[config.mk]
export PLATFORM = sky130hd
export DESIGN_NAME = uart_link_top
export DESIGN_NICKNAME = d
export VERILOG_FILES = /design/src/hdl/uart_link_pkg.sv /design/src/hdl/cmd_intake.sv /design/src/hdl/rx_byte_out.sv /design/src/hdl/uart_link_top.sv /design/src/hdl/uart_rx_deserializer.sv /design/src/hdl/uart_tx_serializer.sv
export VERILOG_INCLUDE_DIRS = /design/src /design/src/hdl
export SDC_FILE = /design/constraint.sdc
export NUM_CORES = 1
export LEC_CHECK = 0
export BUFFER_PORTS_ARGS = -buffer_cell sky130_fd_sc_hd__buf_2
export CAP_MARGIN = 20
export CORE_ASPECT_RATIO = 2
export CORE_MARGIN = 10
export CORE_UTILIZATION = 50
export CTS_CLUSTER_SIZE = 20
export DETAILED_ROUTE_END_ITERATION = 16
export GPL_TIMING_DRIVEN = 0
export MAX_ROUTING_LAYER = met4
export PLACE_DENSITY = 0.81
export SLEW_MARGIN = 20
export SYNTH_ARGS = -nofsm -noshare
export SYNTH_HDL_FRONTEND = slang
export SYNTH_SLANG_ARGS = --single-unit
[constraint.sdc]
create_clock -name clk -period 6.3 [get_ports clk]
set_input_delay 0.945 -clock clk [delete_from_list [all_inputs] [get_ports clk]]
set_output_delay 0.945 -clock clk [all_outputs]
set_load 0.01 [all_outputs]
[src/hdl/uart_link_macros.svh]
`ifndef UART_LINK_MACROS_SVH
`define UART_LINK_MACROS_SVH

// clocks per bit period, even and at least 4.
`define UART_CLKS_PER_BIT 4

// start, eight data bits, parity and stop.
`define UART_FRAME_BITS 11

// entries of the receive buffer.
`define UART_RX_FIFO_DEPTH 2

`endif

[src/hdl/uart_link_pkg.sv]
`default_nettype none

package uart_link_pkg;

   ////////////////////////////////////////////////////////////////////////////
   // command intake.
   ////////////////////////////////////////////////////////////////////////////
   typedef enum logic [2:0] {
      IN_IDLE,
      IN_ACK,
      IN_SEND_HI,
      IN_SEND_LO,
      IN_WAIT_REL
   } intake_state_t;

   // serializer is either idle or busy with a frame.
   typedef enum logic {
      TX_IDLE,
      TX_SHIFT
   } tx_state_t;

   // deserializer phases of one frame.
   typedef enum logic [2:0] {
      RX_IDLE,
      RX_START,
      RX_DATA,
      RX_PARITY,
      RX_STOP
   } rx_state_t;

endpackage

`default_nettype wire

[src/hdl/cmd_intake.sv]
`timescale 1ns/1ns
`default_nettype none

module cmd_intake
   import uart_link_pkg::*;
(
   input  wire logic        clk,
   input  wire logic        rst_n,
   input  wire logic        cmd_req,
   input  wire logic [15:0] cmd_data,
   output logic             cmd_ack,
   output logic             tx_byte_req,
   output logic [7:0]       tx_byte,
   input  wire logic        tx_byte_ack
);

   intake_state_t state;
   logic [15:0]   cmd_word;
   logic          hs_done;

   // high byte first, low byte once the first handshake is through.
   assign tx_byte = (state == IN_SEND_LO) ? cmd_word[7:0] : cmd_word[15:8];

   always_ff @(posedge clk) begin
      if (state == IN_IDLE && cmd_req) begin
         cmd_word <= cmd_data;
      end
   end

   always_ff @(posedge clk or negedge rst_n) begin
      if (!rst_n) begin
         state       <= IN_IDLE;
         cmd_ack     <= 1'b0;
         tx_byte_req <= 1'b0;
         hs_done     <= 1'b0;
      end else begin
         case (state)
            IN_IDLE: begin
               if (cmd_req) begin
                  state <= IN_ACK;
               end
            end
            IN_ACK: begin
               cmd_ack <= 1'b1;
               state   <= IN_SEND_HI;
            end
            IN_SEND_HI, IN_SEND_LO: begin
               if (!hs_done) begin
                  if (tx_byte_ack) begin
                     tx_byte_req <= 1'b0;
                     hs_done     <= 1'b1;
                  end else begin
                     tx_byte_req <= 1'b1;
                  end
               end else if (!tx_byte_ack) begin
                  // serializer has released, the frame is over.
                  hs_done <= 1'b0;
                  if (state == IN_SEND_HI) begin
                     state       <= IN_SEND_LO;
                     tx_byte_req <= 1'b1;
                  end else begin
                     state <= IN_WAIT_REL;
                  end
               end
            end
            IN_WAIT_REL: begin
               if (!cmd_req && !tx_byte_ack) begin
                  cmd_ack <= 1'b0;
                  state   <= IN_IDLE;
               end
            end
            default: state <= IN_IDLE;
         endcase
      end
   end

   a_cmd_data_stable: assert property (@(posedge clk) disable iff (!rst_n)
      (cmd_req && !cmd_ack && $past(cmd_req && !cmd_ack)) |-> $stable(cmd_data))
      else $error("cmd_data changed while cmd_req was waiting for cmd_ack");

endmodule

`default_nettype wire

[src/hdl/rx_byte_out.sv]
`timescale 1ns/1ns
`default_nettype none

`include "uart_link_macros.svh"

module rx_byte_out (
   input  wire logic       clk,
   input  wire logic       rst_n,
   input  wire logic       rx_byte_valid,
   input  wire logic [7:0] rx_byte,
   input  wire logic       rx_parity_err,
   output logic            rd_req,
   output logic [7:0]      rd_data,
   output logic            rd_parity_err,
   input  wire logic       rd_ack,
   output logic            rx_overrun
);

   localparam int DEPTH = `UART_RX_FIFO_DEPTH;
   localparam int PTR_W = $clog2(DEPTH);
   localparam int CNT_W = $clog2(DEPTH + 1);
   localparam logic [PTR_W-1:0] PTR_LAST = PTR_W'(DEPTH - 1);
   localparam logic [CNT_W-1:0] CNT_FULL = CNT_W'(DEPTH);

   logic [7:0]       mem_data [DEPTH];
   logic             mem_err  [DEPTH];
   logic [PTR_W-1:0] wr_ptr;
   logic [PTR_W-1:0] rd_ptr;
   logic [CNT_W-1:0] count;
   logic             push;
   logic             pop;

   assign push          = rx_byte_valid && (count != CNT_FULL);
   assign pop           = rd_req && rd_ack;
   assign rd_data       = mem_data[rd_ptr];
   assign rd_parity_err = mem_err[rd_ptr];

   always_ff @(posedge clk) begin
      if (push) begin
         mem_data[wr_ptr] <= rx_byte;
         mem_err[wr_ptr]  <= rx_parity_err;
      end
   end

   always_ff @(posedge clk or negedge rst_n) begin
      if (!rst_n) begin
         wr_ptr     <= '0;
         rd_ptr     <= '0;
         count      <= '0;
         rd_req     <= 1'b0;
         rx_overrun <= 1'b0;
      end else begin
         if (push) begin
            wr_ptr <= (wr_ptr == PTR_LAST) ? '0 : wr_ptr + 1'b1;
         end
         if (pop) begin
            rd_ptr <= (rd_ptr == PTR_LAST) ? '0 : rd_ptr + 1'b1;
         end
         count <= count + CNT_W'(push) - CNT_W'(pop);
         // offer the head only once the previous ack has gone.
         if (pop) begin
            rd_req <= 1'b0;
         end else if (!rd_req && !rd_ack && count != '0) begin
            rd_req <= 1'b1;
         end
         if (rx_byte_valid && !push) begin
            rx_overrun <= 1'b1;
         end
      end
   end

   a_rd_data_stable: assert property (@(posedge clk) disable iff (!rst_n)
      (rd_req && $past(rd_req)) |-> $stable(rd_data))
      else $error("rd_data changed while rd_req was high");

endmodule

`default_nettype wire

[src/hdl/uart_link_top.sv]
`timescale 1ns/1ns
`default_nettype none

module uart_link_top (
   input  wire logic        clk,
   input  wire logic        rst_n,
   input  wire logic        cmd_req,
   input  wire logic [15:0] cmd_data,
   output logic             cmd_ack,
   output logic             tx,
   input  wire logic        rx,
   output logic             rd_req,
   output logic [7:0]       rd_data,
   output logic             rd_parity_err,
   input  wire logic        rd_ack,
   output logic             rx_overrun
);

   logic       tx_byte_req;
   logic [7:0] tx_byte;
   logic       tx_byte_ack;
   logic       rx_byte_valid;
   logic [7:0] rx_byte;
   logic       rx_parity_err;

   ////////////////////////////////////////////////////////////////////////////
   // transmit side.
   ////////////////////////////////////////////////////////////////////////////
   cmd_intake cmd_intake_inst (
      .clk         (clk),
      .rst_n       (rst_n),
      .cmd_req     (cmd_req),
      .cmd_data    (cmd_data),
      .cmd_ack     (cmd_ack),
      .tx_byte_req (tx_byte_req),
      .tx_byte     (tx_byte),
      .tx_byte_ack (tx_byte_ack)
   );

   uart_tx_serializer uart_tx_serializer_inst (
      .clk         (clk),
      .rst_n       (rst_n),
      .tx_byte_req (tx_byte_req),
      .tx_byte     (tx_byte),
      .tx_byte_ack (tx_byte_ack),
      .tx          (tx)
   );

   ////////////////////////////////////////////////////////////////////////////
   // receive side.
   ////////////////////////////////////////////////////////////////////////////
   uart_rx_deserializer uart_rx_deserializer_inst (
      .clk           (clk),
      .rst_n         (rst_n),
      .rx            (rx),
      .rx_byte_valid (rx_byte_valid),
      .rx_byte       (rx_byte),
      .rx_parity_err (rx_parity_err)
   );

   rx_byte_out rx_byte_out_inst (
      .clk           (clk),
      .rst_n         (rst_n),
      .rx_byte_valid (rx_byte_valid),
      .rx_byte       (rx_byte),
      .rx_parity_err (rx_parity_err),
      .rd_req        (rd_req),
      .rd_data       (rd_data),
      .rd_parity_err (rd_parity_err),
      .rd_ack        (rd_ack),
      .rx_overrun    (rx_overrun)
   );

endmodule

`default_nettype wire

[src/hdl/uart_rx_deserializer.sv]
`timescale 1ns/1ns
`default_nettype none

`include "uart_link_macros.svh"

module uart_rx_deserializer
   import uart_link_pkg::*;
(
   input  wire logic clk,
   input  wire logic rst_n,
   input  wire logic rx,
   output logic      rx_byte_valid,
   output logic [7:0] rx_byte,
   output logic      rx_parity_err
);

   localparam int CNT_W = $clog2(`UART_CLKS_PER_BIT);
   localparam logic [CNT_W-1:0] CNT_LAST = CNT_W'(`UART_CLKS_PER_BIT - 1);
   localparam logic [CNT_W-1:0] CNT_HALF = CNT_W'(`UART_CLKS_PER_BIT / 2 - 1);

   rx_state_t        state;
   logic             rx_s1;
   logic             rx_s2;
   logic             rx_d;
   logic [CNT_W-1:0] clk_cnt;
   logic [2:0]       bit_cnt;
   logic [7:0]       data_sh;
   logic             par_bit;
   logic             fall;
   logic             tick;

   assign fall = rx_d & ~rx_s2;
   assign tick = (clk_cnt == CNT_LAST);

   // two stage synchronizer, plus one more stage for edge detection.
   always_ff @(posedge clk or negedge rst_n) begin
      if (!rst_n) begin
         rx_s1 <= 1'b1;
         rx_s2 <= 1'b1;
         rx_d  <= 1'b1;
      end else begin
         rx_s1 <= rx;
         rx_s2 <= rx_s1;
         rx_d  <= rx_s2;
      end
   end

   ////////////////////////////////////////////////////////////////////////////
   // frame sequencing.
   ////////////////////////////////////////////////////////////////////////////
   always_ff @(posedge clk or negedge rst_n) begin
      if (!rst_n) begin
         state         <= RX_IDLE;
         clk_cnt       <= '0;
         bit_cnt       <= '0;
         rx_byte_valid <= 1'b0;
      end else begin
         rx_byte_valid <= 1'b0;
         case (state)
            RX_IDLE: begin
               clk_cnt <= '0;
               if (fall) begin
                  state <= RX_START;
               end
            end
            RX_START: begin
               if (clk_cnt == CNT_HALF) begin
                  // a glitch shorter than half a bit is ignored.
                  clk_cnt <= '0;
                  bit_cnt <= '0;
                  state   <= rx_s2 ? RX_IDLE : RX_DATA;
               end else begin
                  clk_cnt <= clk_cnt + 1'b1;
               end
            end
            RX_DATA, RX_PARITY, RX_STOP: begin
               if (tick) begin
                  clk_cnt <= '0;
                  if (state == RX_DATA) begin
                     bit_cnt <= bit_cnt + 1'b1;
                     if (bit_cnt == 3'd7) begin
                        state <= RX_PARITY;
                     end
                  end else if (state == RX_PARITY) begin
                     state <= RX_STOP;
                  end else begin
                     // low stop bit means a framing error, byte is lost.
                     rx_byte_valid <= rx_s2;
                     state         <= RX_IDLE;
                  end
               end else begin
                  clk_cnt <= clk_cnt + 1'b1;
               end
            end
            default: state <= RX_IDLE;
         endcase
      end
   end

   always_ff @(posedge clk) begin
      if (tick) begin
         if (state == RX_DATA) begin
            data_sh <= {data_sh[6:0], rx_s2};
         end else if (state == RX_PARITY) begin
            par_bit <= rx_s2;
         end else if (state == RX_STOP) begin
            rx_byte       <= data_sh;
            rx_parity_err <= ~^{data_sh, par_bit};
         end
      end
   end

   a_valid_single: assert property (@(posedge clk) disable iff (!rst_n)
      rx_byte_valid |=> !rx_byte_valid)
      else $error("rx_byte_valid held for more than one cycle");

endmodule

`default_nettype wire

[src/hdl/uart_tx_serializer.sv]
`timescale 1ns/1ns
`default_nettype none

`include "uart_link_macros.svh"

module uart_tx_serializer
   import uart_link_pkg::*;
(
   input  wire logic       clk,
   input  wire logic       rst_n,
   input  wire logic       tx_byte_req,
   input  wire logic [7:0] tx_byte,
   output logic            tx_byte_ack,
   output logic            tx
);

   localparam int CNT_W = $clog2(`UART_CLKS_PER_BIT);
   localparam int BIT_W = $clog2(`UART_FRAME_BITS);
   localparam logic [CNT_W-1:0] CNT_LAST = CNT_W'(`UART_CLKS_PER_BIT - 1);
   localparam logic [BIT_W-1:0] BIT_LAST = BIT_W'(`UART_FRAME_BITS - 1);

   tx_state_t                   state;
   logic [`UART_FRAME_BITS-1:0] shreg;
   logic [CNT_W-1:0]            clk_cnt;
   logic [BIT_W-1:0]            bit_cnt;
   logic                        start;
   logic                        bit_end;
   logic                        frame_end;
   logic                        ack_drop;

   assign start     = (state == TX_IDLE) && tx_byte_req && !tx_byte_ack;
   assign bit_end   = (clk_cnt == CNT_LAST);
   assign frame_end = (state == TX_SHIFT) && bit_end && (bit_cnt == BIT_LAST);

   // ack is held until the frame is out, which stalls the next byte.
   assign ack_drop  = tx_byte_ack && !tx_byte_req && ((state == TX_IDLE) || frame_end);

   ////////////////////////////////////////////////////////////////////////////
   // frame register, msb goes out first.
   ////////////////////////////////////////////////////////////////////////////
   always_ff @(posedge clk) begin
      if (start) begin
         // odd parity over the data byte.
         shreg <= {1'b0, tx_byte, ~^tx_byte, 1'b1};
      end else if (state == TX_SHIFT && bit_end) begin
         shreg <= {shreg[`UART_FRAME_BITS-2:0], 1'b1};
      end
   end

   always_ff @(posedge clk or negedge rst_n) begin
      if (!rst_n) begin
         state       <= TX_IDLE;
         tx_byte_ack <= 1'b0;
         tx          <= 1'b1;
         clk_cnt     <= '0;
         bit_cnt     <= '0;
      end else begin
         if (start) begin
            state       <= TX_SHIFT;
            tx_byte_ack <= 1'b1;
            tx          <= 1'b0;
            clk_cnt     <= '0;
            bit_cnt     <= '0;
         end else if (state == TX_SHIFT) begin
            if (bit_end) begin
               clk_cnt <= '0;
               if (frame_end) begin
                  state <= TX_IDLE;
                  tx    <= 1'b1;
               end else begin
                  bit_cnt <= bit_cnt + 1'b1;
                  tx      <= shreg[`UART_FRAME_BITS-2];
               end
            end else begin
               clk_cnt <= clk_cnt + 1'b1;
            end
         end
         if (ack_drop) begin
            tx_byte_ack <= 1'b0;
         end
      end
   end

   a_tx_idle_high: assert property (@(posedge clk) disable iff (!rst_n)
      (state == TX_IDLE) |-> tx)
      else $error("tx low while the serializer is idle");

endmodule

`default_nettype wire
Yosys cells after proc, flatten, opt, wreduce, memory -nomap -nowiden
Memory sizes are Yosys's and may differ from the RTL's.
Index checks and enable logic that the tools add are counted.
{"block": "word_totals", "regBits": 76, "mem_bits_rw": 18, "input_bits": 21, "out_inout_bits": 13, "n_memories": 2}
{"name": "rx_byte_out_inst.mem_data", "words": 2, "width": 8, "rd": 1, "rd_ports_with_merged_regs": 0, "write_ports": 1, "line_no": "rx_byte_out.sv:25", "rtl": "logic [7:0] mem_data [DEPTH];"}
{"name": "rx_byte_out_inst.mem_err", "words": 2, "width": 1, "rd": 1, "rd_ports_with_merged_regs": 0, "write_ports": 1, "line_no": "rx_byte_out.sv:26", "rtl": "logic mem_err [DEPTH];"}
{"block": "classes", "addsub": 8, "eq_ne": 26, "n_mux": 58, "bitwise_logic": 5, "n_reduce_logical": 45}
{"operator": "3-bit 2-to-1 mux", "n": 14}
{"operator": "1-bit 2-to-1 mux", "n": 26}
{"operator": "10-bit 2-to-1 mux", "n": 2}
{"operator": "4-bit 2-to-1 mux", "n": 4}
{"operator": "4-bit AND reduction", "n": 4}
{"operator": "2-bit nonzero test", "n": 8}
{"operator": "2-bit by 1-bit inequality test with 1-bit output (second input constant)", "n": 7}
{"operator": "1-bit logical AND", "n": 13}
{"operator": "3-bit by 2-bit == test with 1-bit output (second input constant)", "n": 4}
{"operator": "2-bit 2-to-1 mux", "n": 6}
{"operator": "3-bit case mux with 4 select lines", "n": 1}
{"operator": "2-bit inequality test (second input constant)", "n": 5}
{"operator": "3-bit == test (second input constant)", "n": 3}
{"operator": "3-bit case mux with 3 select lines", "n": 1}
{"operator": "3-bit AND reduction", "n": 3}
{"operator": "9-bit XNOR reduction", "n": 1}
{"operator": "8-bit 2-to-1 mux", "n": 1}
{"operator": "8-bit XNOR reduction", "n": 1}
{"operator": "3-bit by 1-bit == test with 1-bit output (second input constant)", "n": 2}
{"operator": "1-bit logical NOT", "n": 6}
{"operator": "3-bit logical NOT", "n": 2}
{"operator": "2-bit case mux with 3 select lines", "n": 1}
{"operator": "3-bit case mux with 2 select lines", "n": 1}
{"operator": "2-bit AND reduction", "n": 3}
{"operator": "17 further kinds", "n": 23}

Logic depth before layout (Yosys ltp)
{"block": "logic_depth", "depth_word": 7, "depth_mapped": 7}

Cells and area by module
A second synthesis with hierarchy kept.
{"block": "hier_totals", "cells_unflattened": 288, "area_unflattened_um2": 4066.4}
{"mod": "uart_rx_deserializer", "n_inst": 1, "cells_per_inst": 88, "area_per_inst_um2": 1290.0, "seq_area_each_um2": 844.6}
{"mod": "rx_byte_out", "n_inst": 1, "cells_per_inst": 54, "area_per_inst_um2": 929.6, "seq_area_each_um2": 690.7}
{"mod": "cmd_intake", "n_inst": 1, "cells_per_inst": 55, "area_per_inst_um2": 928.4, "seq_area_each_um2": 630.6}
{"mod": "uart_tx_serializer", "n_inst": 1, "cells_per_inst": 91, "area_per_inst_um2": 918.4, "seq_area_each_um2": 496.7}

Least setup slack after synthesis
OpenSTA, ideal clock, no wires.
{"block": "synth_timing", "path_kind": "input-to-reg", "start": "input cmd_req", "end": "register cmd_intake_inst.cmd_word[0] (enable)", "arrival_time_ps": 2666, "required_ps": 5864, "path_slack_ps": 3198, "cell_stages": 1, "path_cell_list": "nor4b_1"}
{"block": "synth_via", "elab_chain_cells": 1}
{"element": "from (decl)", "line_no": "uart_link_top.sv:7", "rtl": "input wire logic cmd_req,"}
{"element": "1-bit logical AND", "line_no": "cmd_intake.sv:25", "rtl": "if (state == IN_IDLE && cmd_req) begin"}
{"element": "to (signal assigned)", "line_no": "cmd_intake.sv:26", "rtl": "cmd_word <= cmd_data;"}
{"element": "to (decl)", "line_no": "cmd_intake.sv:18", "rtl": "logic [15:0] cmd_word;"}
No other way between the ends.
A chain may end at the register's enable or synchronous reset.

Worst setup path in the final report
{"block": "layout_timing", "start": "register rx_byte_out_inst.rd_ptr", "end": "output rd_data[6]"}
{"block": "layout_via", "elab_chain_cells": 1}
{"element": "from (decl)", "line_no": "rx_byte_out.sv:28", "rtl": "logic [PTR_W-1:0] rd_ptr;"}
{"element": "from (signal assigned)", "line_no": "rx_byte_out.sv:57", "rtl": "rd_ptr <= (rd_ptr == PTR_LAST) ? '0 : rd_ptr + 1'b1;"}
{"element": "memory read 2 x 8 bit"}
{"element": "to (decl)", "line_no": "uart_link_top.sv:13", "rtl": "output logic [7:0] rd_data,"}
No other way between the ends.

==> results.md <==
- Status: finished clean
- Crit path max-delay cell type: mux2_2
- Critical path capture point type: output pin
- Top post-synthesis cells by area: edfxtp_1 47%, dfrtp_1 18%, xnor2_1 5.6%
- Max-slew violation count: 0
- Clk root buf: clkbuf_16
- CTS buffer count: 9
- First-pass GRT wire length: approximately 11000 um
- I/O pins: 34
- Worst path most repeated cell: buf_2
- Final GP Congestion: roughly 0.79
- Max_cap viols: 0
- Resized Gates After CTS: 0
- Share of cells above drive strength 1: 24.5%
- Drt initial violations: ~110
- WL/cell: 15.1 um
- Synth top area share: 46.6%
- Worst slew pin tran: 0.835 ns
- Post-Synthesis Cells: 276
- DIE AREA: 12000 um^2
- Vias: between 2000 and 2500
- Worst rel slew slack: 44.2%
- Syn nets: 307
- Finish-stage setup viols: 0
- Initial antenna violation count: 0
- Worst-case clock buffer depth: 2
- Post-DP HPWL: 4660 um
- Vias in the first global route: 2385
- Syn Std Cell Area: 3940 um^2
- RSZ-0062 raised after global routing: no
- GR Util All Layers: 11.8%
- Starting Density: 51.4%
- Footprint of the multi-input gates: 1170 um^2
- Setup TNS: 0 ns
- Synth async-reset ratio: 35.1%
- WP data arrival: 1.41 ns
- Largest net degree at the start of global routing: 34
- Clock Skews: 0.00754 ns
- Max H-tree Level: 3
- Clock-pin slew on the worst setup and hold paths: 0.06 ns
- Most used DFF post-synth: edfxtp_1
- FP Rows: 45
- Post-CTS Setup Bufs: 0
- Core box area: between 7000 and 8000 um^2
- Vias per cell: 5.24
- Type of the worst setup path: reg -> out
- Clk_lat worst skew: 0.34 ns
- Leakage: between 1.5 and 2 nW
- Post-synth top area cell: edfxtp_1
- Sequential element share of the synthesized area: 67.7%
- First-pass iteration count of the detailed router: 4
- Filler instances: 628
- Slowest cell delay on critical path: 0.36 ns
- Port buffer count: 33
- Fin nets: about 350
- Max IR drop VDD: 0.244 mV
- Synth warnings: 0
- Storage cell area: 2660 um^2
- DRC Markers: 0
- Antenna cells: 0
- Tot Pwr: 1.49 mW
- Area delta synth->final: 15.8%
- Max Clk Rate: roughly 0.43 GHz
- Tcrit/Tclk final: 37.3%
- Detailed Route WL: approximately 6300 um
- Worst hold-check path type: reg -> reg
- Remaining Overflow, GRT: 0
- CTS sink count: 94
- PwrDens: 327 nW/um^2
- Final Hold Vio Count: 0
- FF+latch count, synth: 94
- CTS tree: yes
- Worst EP required: 5.35 ns
- Syn avg cell area: 14.3 um^2
- Worst-path maximum fanout: 10
- Die extent in x: 82.7 um
- Worst path cell trace: buf_2 > mux2_2 > buf_2
- Number of synthesized flops with an enable pin: between 60 and 70
- Clock period minus worst slack: 2.35 ns
- Startpoint Class: flip-flop
- Hold_buf cts: 0
- Chip height: 145 um
- Synth unique cells: between 40 and 50
- Final ANT Viol Nets: 0
-- flip-flops by register name (all words and copies together), names as in the netlist, 2 cells and up --
signal / count
uart_rx_deserializer_inst.clk_cnt: 2
uart_tx_serializer_inst.clk_cnt: 2
uart_tx_serializer_inst.shreg: 9
rx_byte_out_inst.mem_data: 16
cmd_intake_inst.state: 3
uart_rx_deserializer_inst.data_sh: 8
rx_byte_out_inst.mem_err: 2
rx_byte_out_inst.count: 2
uart_rx_deserializer_inst.state: 3
cmd_intake_inst.cmd_word: 16
uart_rx_deserializer_inst.rx_byte: 8
uart_tx_serializer_inst.bit_cnt: 4
uart_rx_deserializer_inst.bit_cnt: 3
-- kinds of logic after synthesis --
| family | synth area share (%) |
|---|---|
| AOI/OAI and AO/OA | 6.04 |
| buffers and inverters | 2.96 |
| adders and majority gates | 3.18 |
| DFF | 67.7 |
| and+or+nand+nor | 8.01 |
| muxes | 5.69 |
| xor gates and xnor gates | 6.45 |
-- final timing paths --
kind	startpoint	endpoint	slack [ns]	cells past startpoint
hold reg to reg	uart_rx_deserializer_inst.rx_s1$_DFF_PN1_	uart_rx_deserializer_inst.rx_s2$_DFF_PN1_	0.36	0
hold / removal	uart_rx_deserializer_inst.rx_s1$_DFF_PN1_	uart_rx_deserializer_inst.rx_s2$_DFF_PN1_	0.36	0
min in group asynchronous	rst_n	uart_rx_deserializer_inst.bit_cnt[2]$_DFFE_PN0P_	0.67	1
setup reg to reg	uart_rx_deserializer_inst.clk_cnt[0]$_DFFE_PN0P_	uart_rx_deserializer_inst.data_sh[7]$_DFFE_PP_	4.50	3
max in group asynchronous	rst_n	uart_tx_serializer_inst.bit_cnt[0]$_DFFE_PN0P_	5.14	1
setup / recovery	rx_byte_out_inst.rd_ptr$_DFFE_PN0P_	rd_data[6]	3.95	3
-- through the flow --
stage | hold slack, ns | std cells | util (%) | cell area [um^2] | setup slack [ns]
2_1_floorplan | 0.345 | 276 | - | 3940 | 3.20
3_3_place_gp | 0.347 | 403 | 55.1 | 4220 | 2.70
3_5_place_dp | 0.347 | 405 | 55.4 | 4240 | 4.17
4_1_cts | 0.356 | 421 | 59.5 | 4560 | 3.90
5_1_grt | 0.360 | 421 | 59.5 | 4560 | 3.86
6_report | 0.356 | 421 | 59.5 | 4560 | 3.95
-- layout make-up --
class | count | area share, %
sequential | 94 | 58.4
multi-input combinational | 161 | 25.6
clock buffer | 10 | 5.03
timing repair buffer | 35 | 3.85
tap | 94 | 2.58
clock inverter | 6 | 1.92
buffer | 10 | 1.65
inverter | 11 | 0.906
-- synth_stat cells (3+ instances only) --
library cell / instances
a22o_1: 3
xnor2_1: 25
nand2_1: 20
nor2_1: 18
nor3_1: 4
mux2i_1: 10
nor2b_1: 4
xor2_1: 4
o21ai_1: 7
dfstp_2: 4
a21oi_1: 8
mux2_2: 11
inv_1: 11
o21ai_0: 6
edfxtp_1: 61
dfrtp_1: 29
ha_1: 10
-- layer usage --
layer | share of wire, % | up-vias | track usage [%]
li1 | - | 1071 | -
met1 | 36 | 1081 | 11.2
met2 | 57 | 45 | 20.0
met3 | 3.8 | 10 | 3.28
met4 | 2.8 | 0 | 6.57
met5 | 0 | - | -
-- critical path: cells and delay by family (launching register included) --
kind | cells | cell delay [ns]
flops | 1 | 0.32
mux | 1 | 0.36
buf+inv | 2 | 0.38
-- power by group --
| part | switching, mW | leakage, nW | internal [mW] |
|---|---|---|---|
| Sequential | 0.0216 | 0.949 | 0.690 |
| Clock | 0.218 | 0.156 | 0.347 |
| Combinational | 0.115 | 0.689 | 0.0968 |
-- cells in the final DEF, fill, tap and decap left out, types with 3 or more instances in the layout --
master and n:
edfxtp_1 61, buf_2 37, dfrtp_1 29, xnor2_1 25, nand2_1 20, nor2_1 18, inv_1 11, mux2_2 11
mux2i_1 10, ha_1 10, clkbuf_16 9, a21oi_1 8, o21ai_1 7, o21ai_0 6, nor2b_1 4, xor2_1 4
dfstp_2 4, clkbuf_1 3, nor3_1 3, a22o_1 3
(Power assumes the default switching activity.)
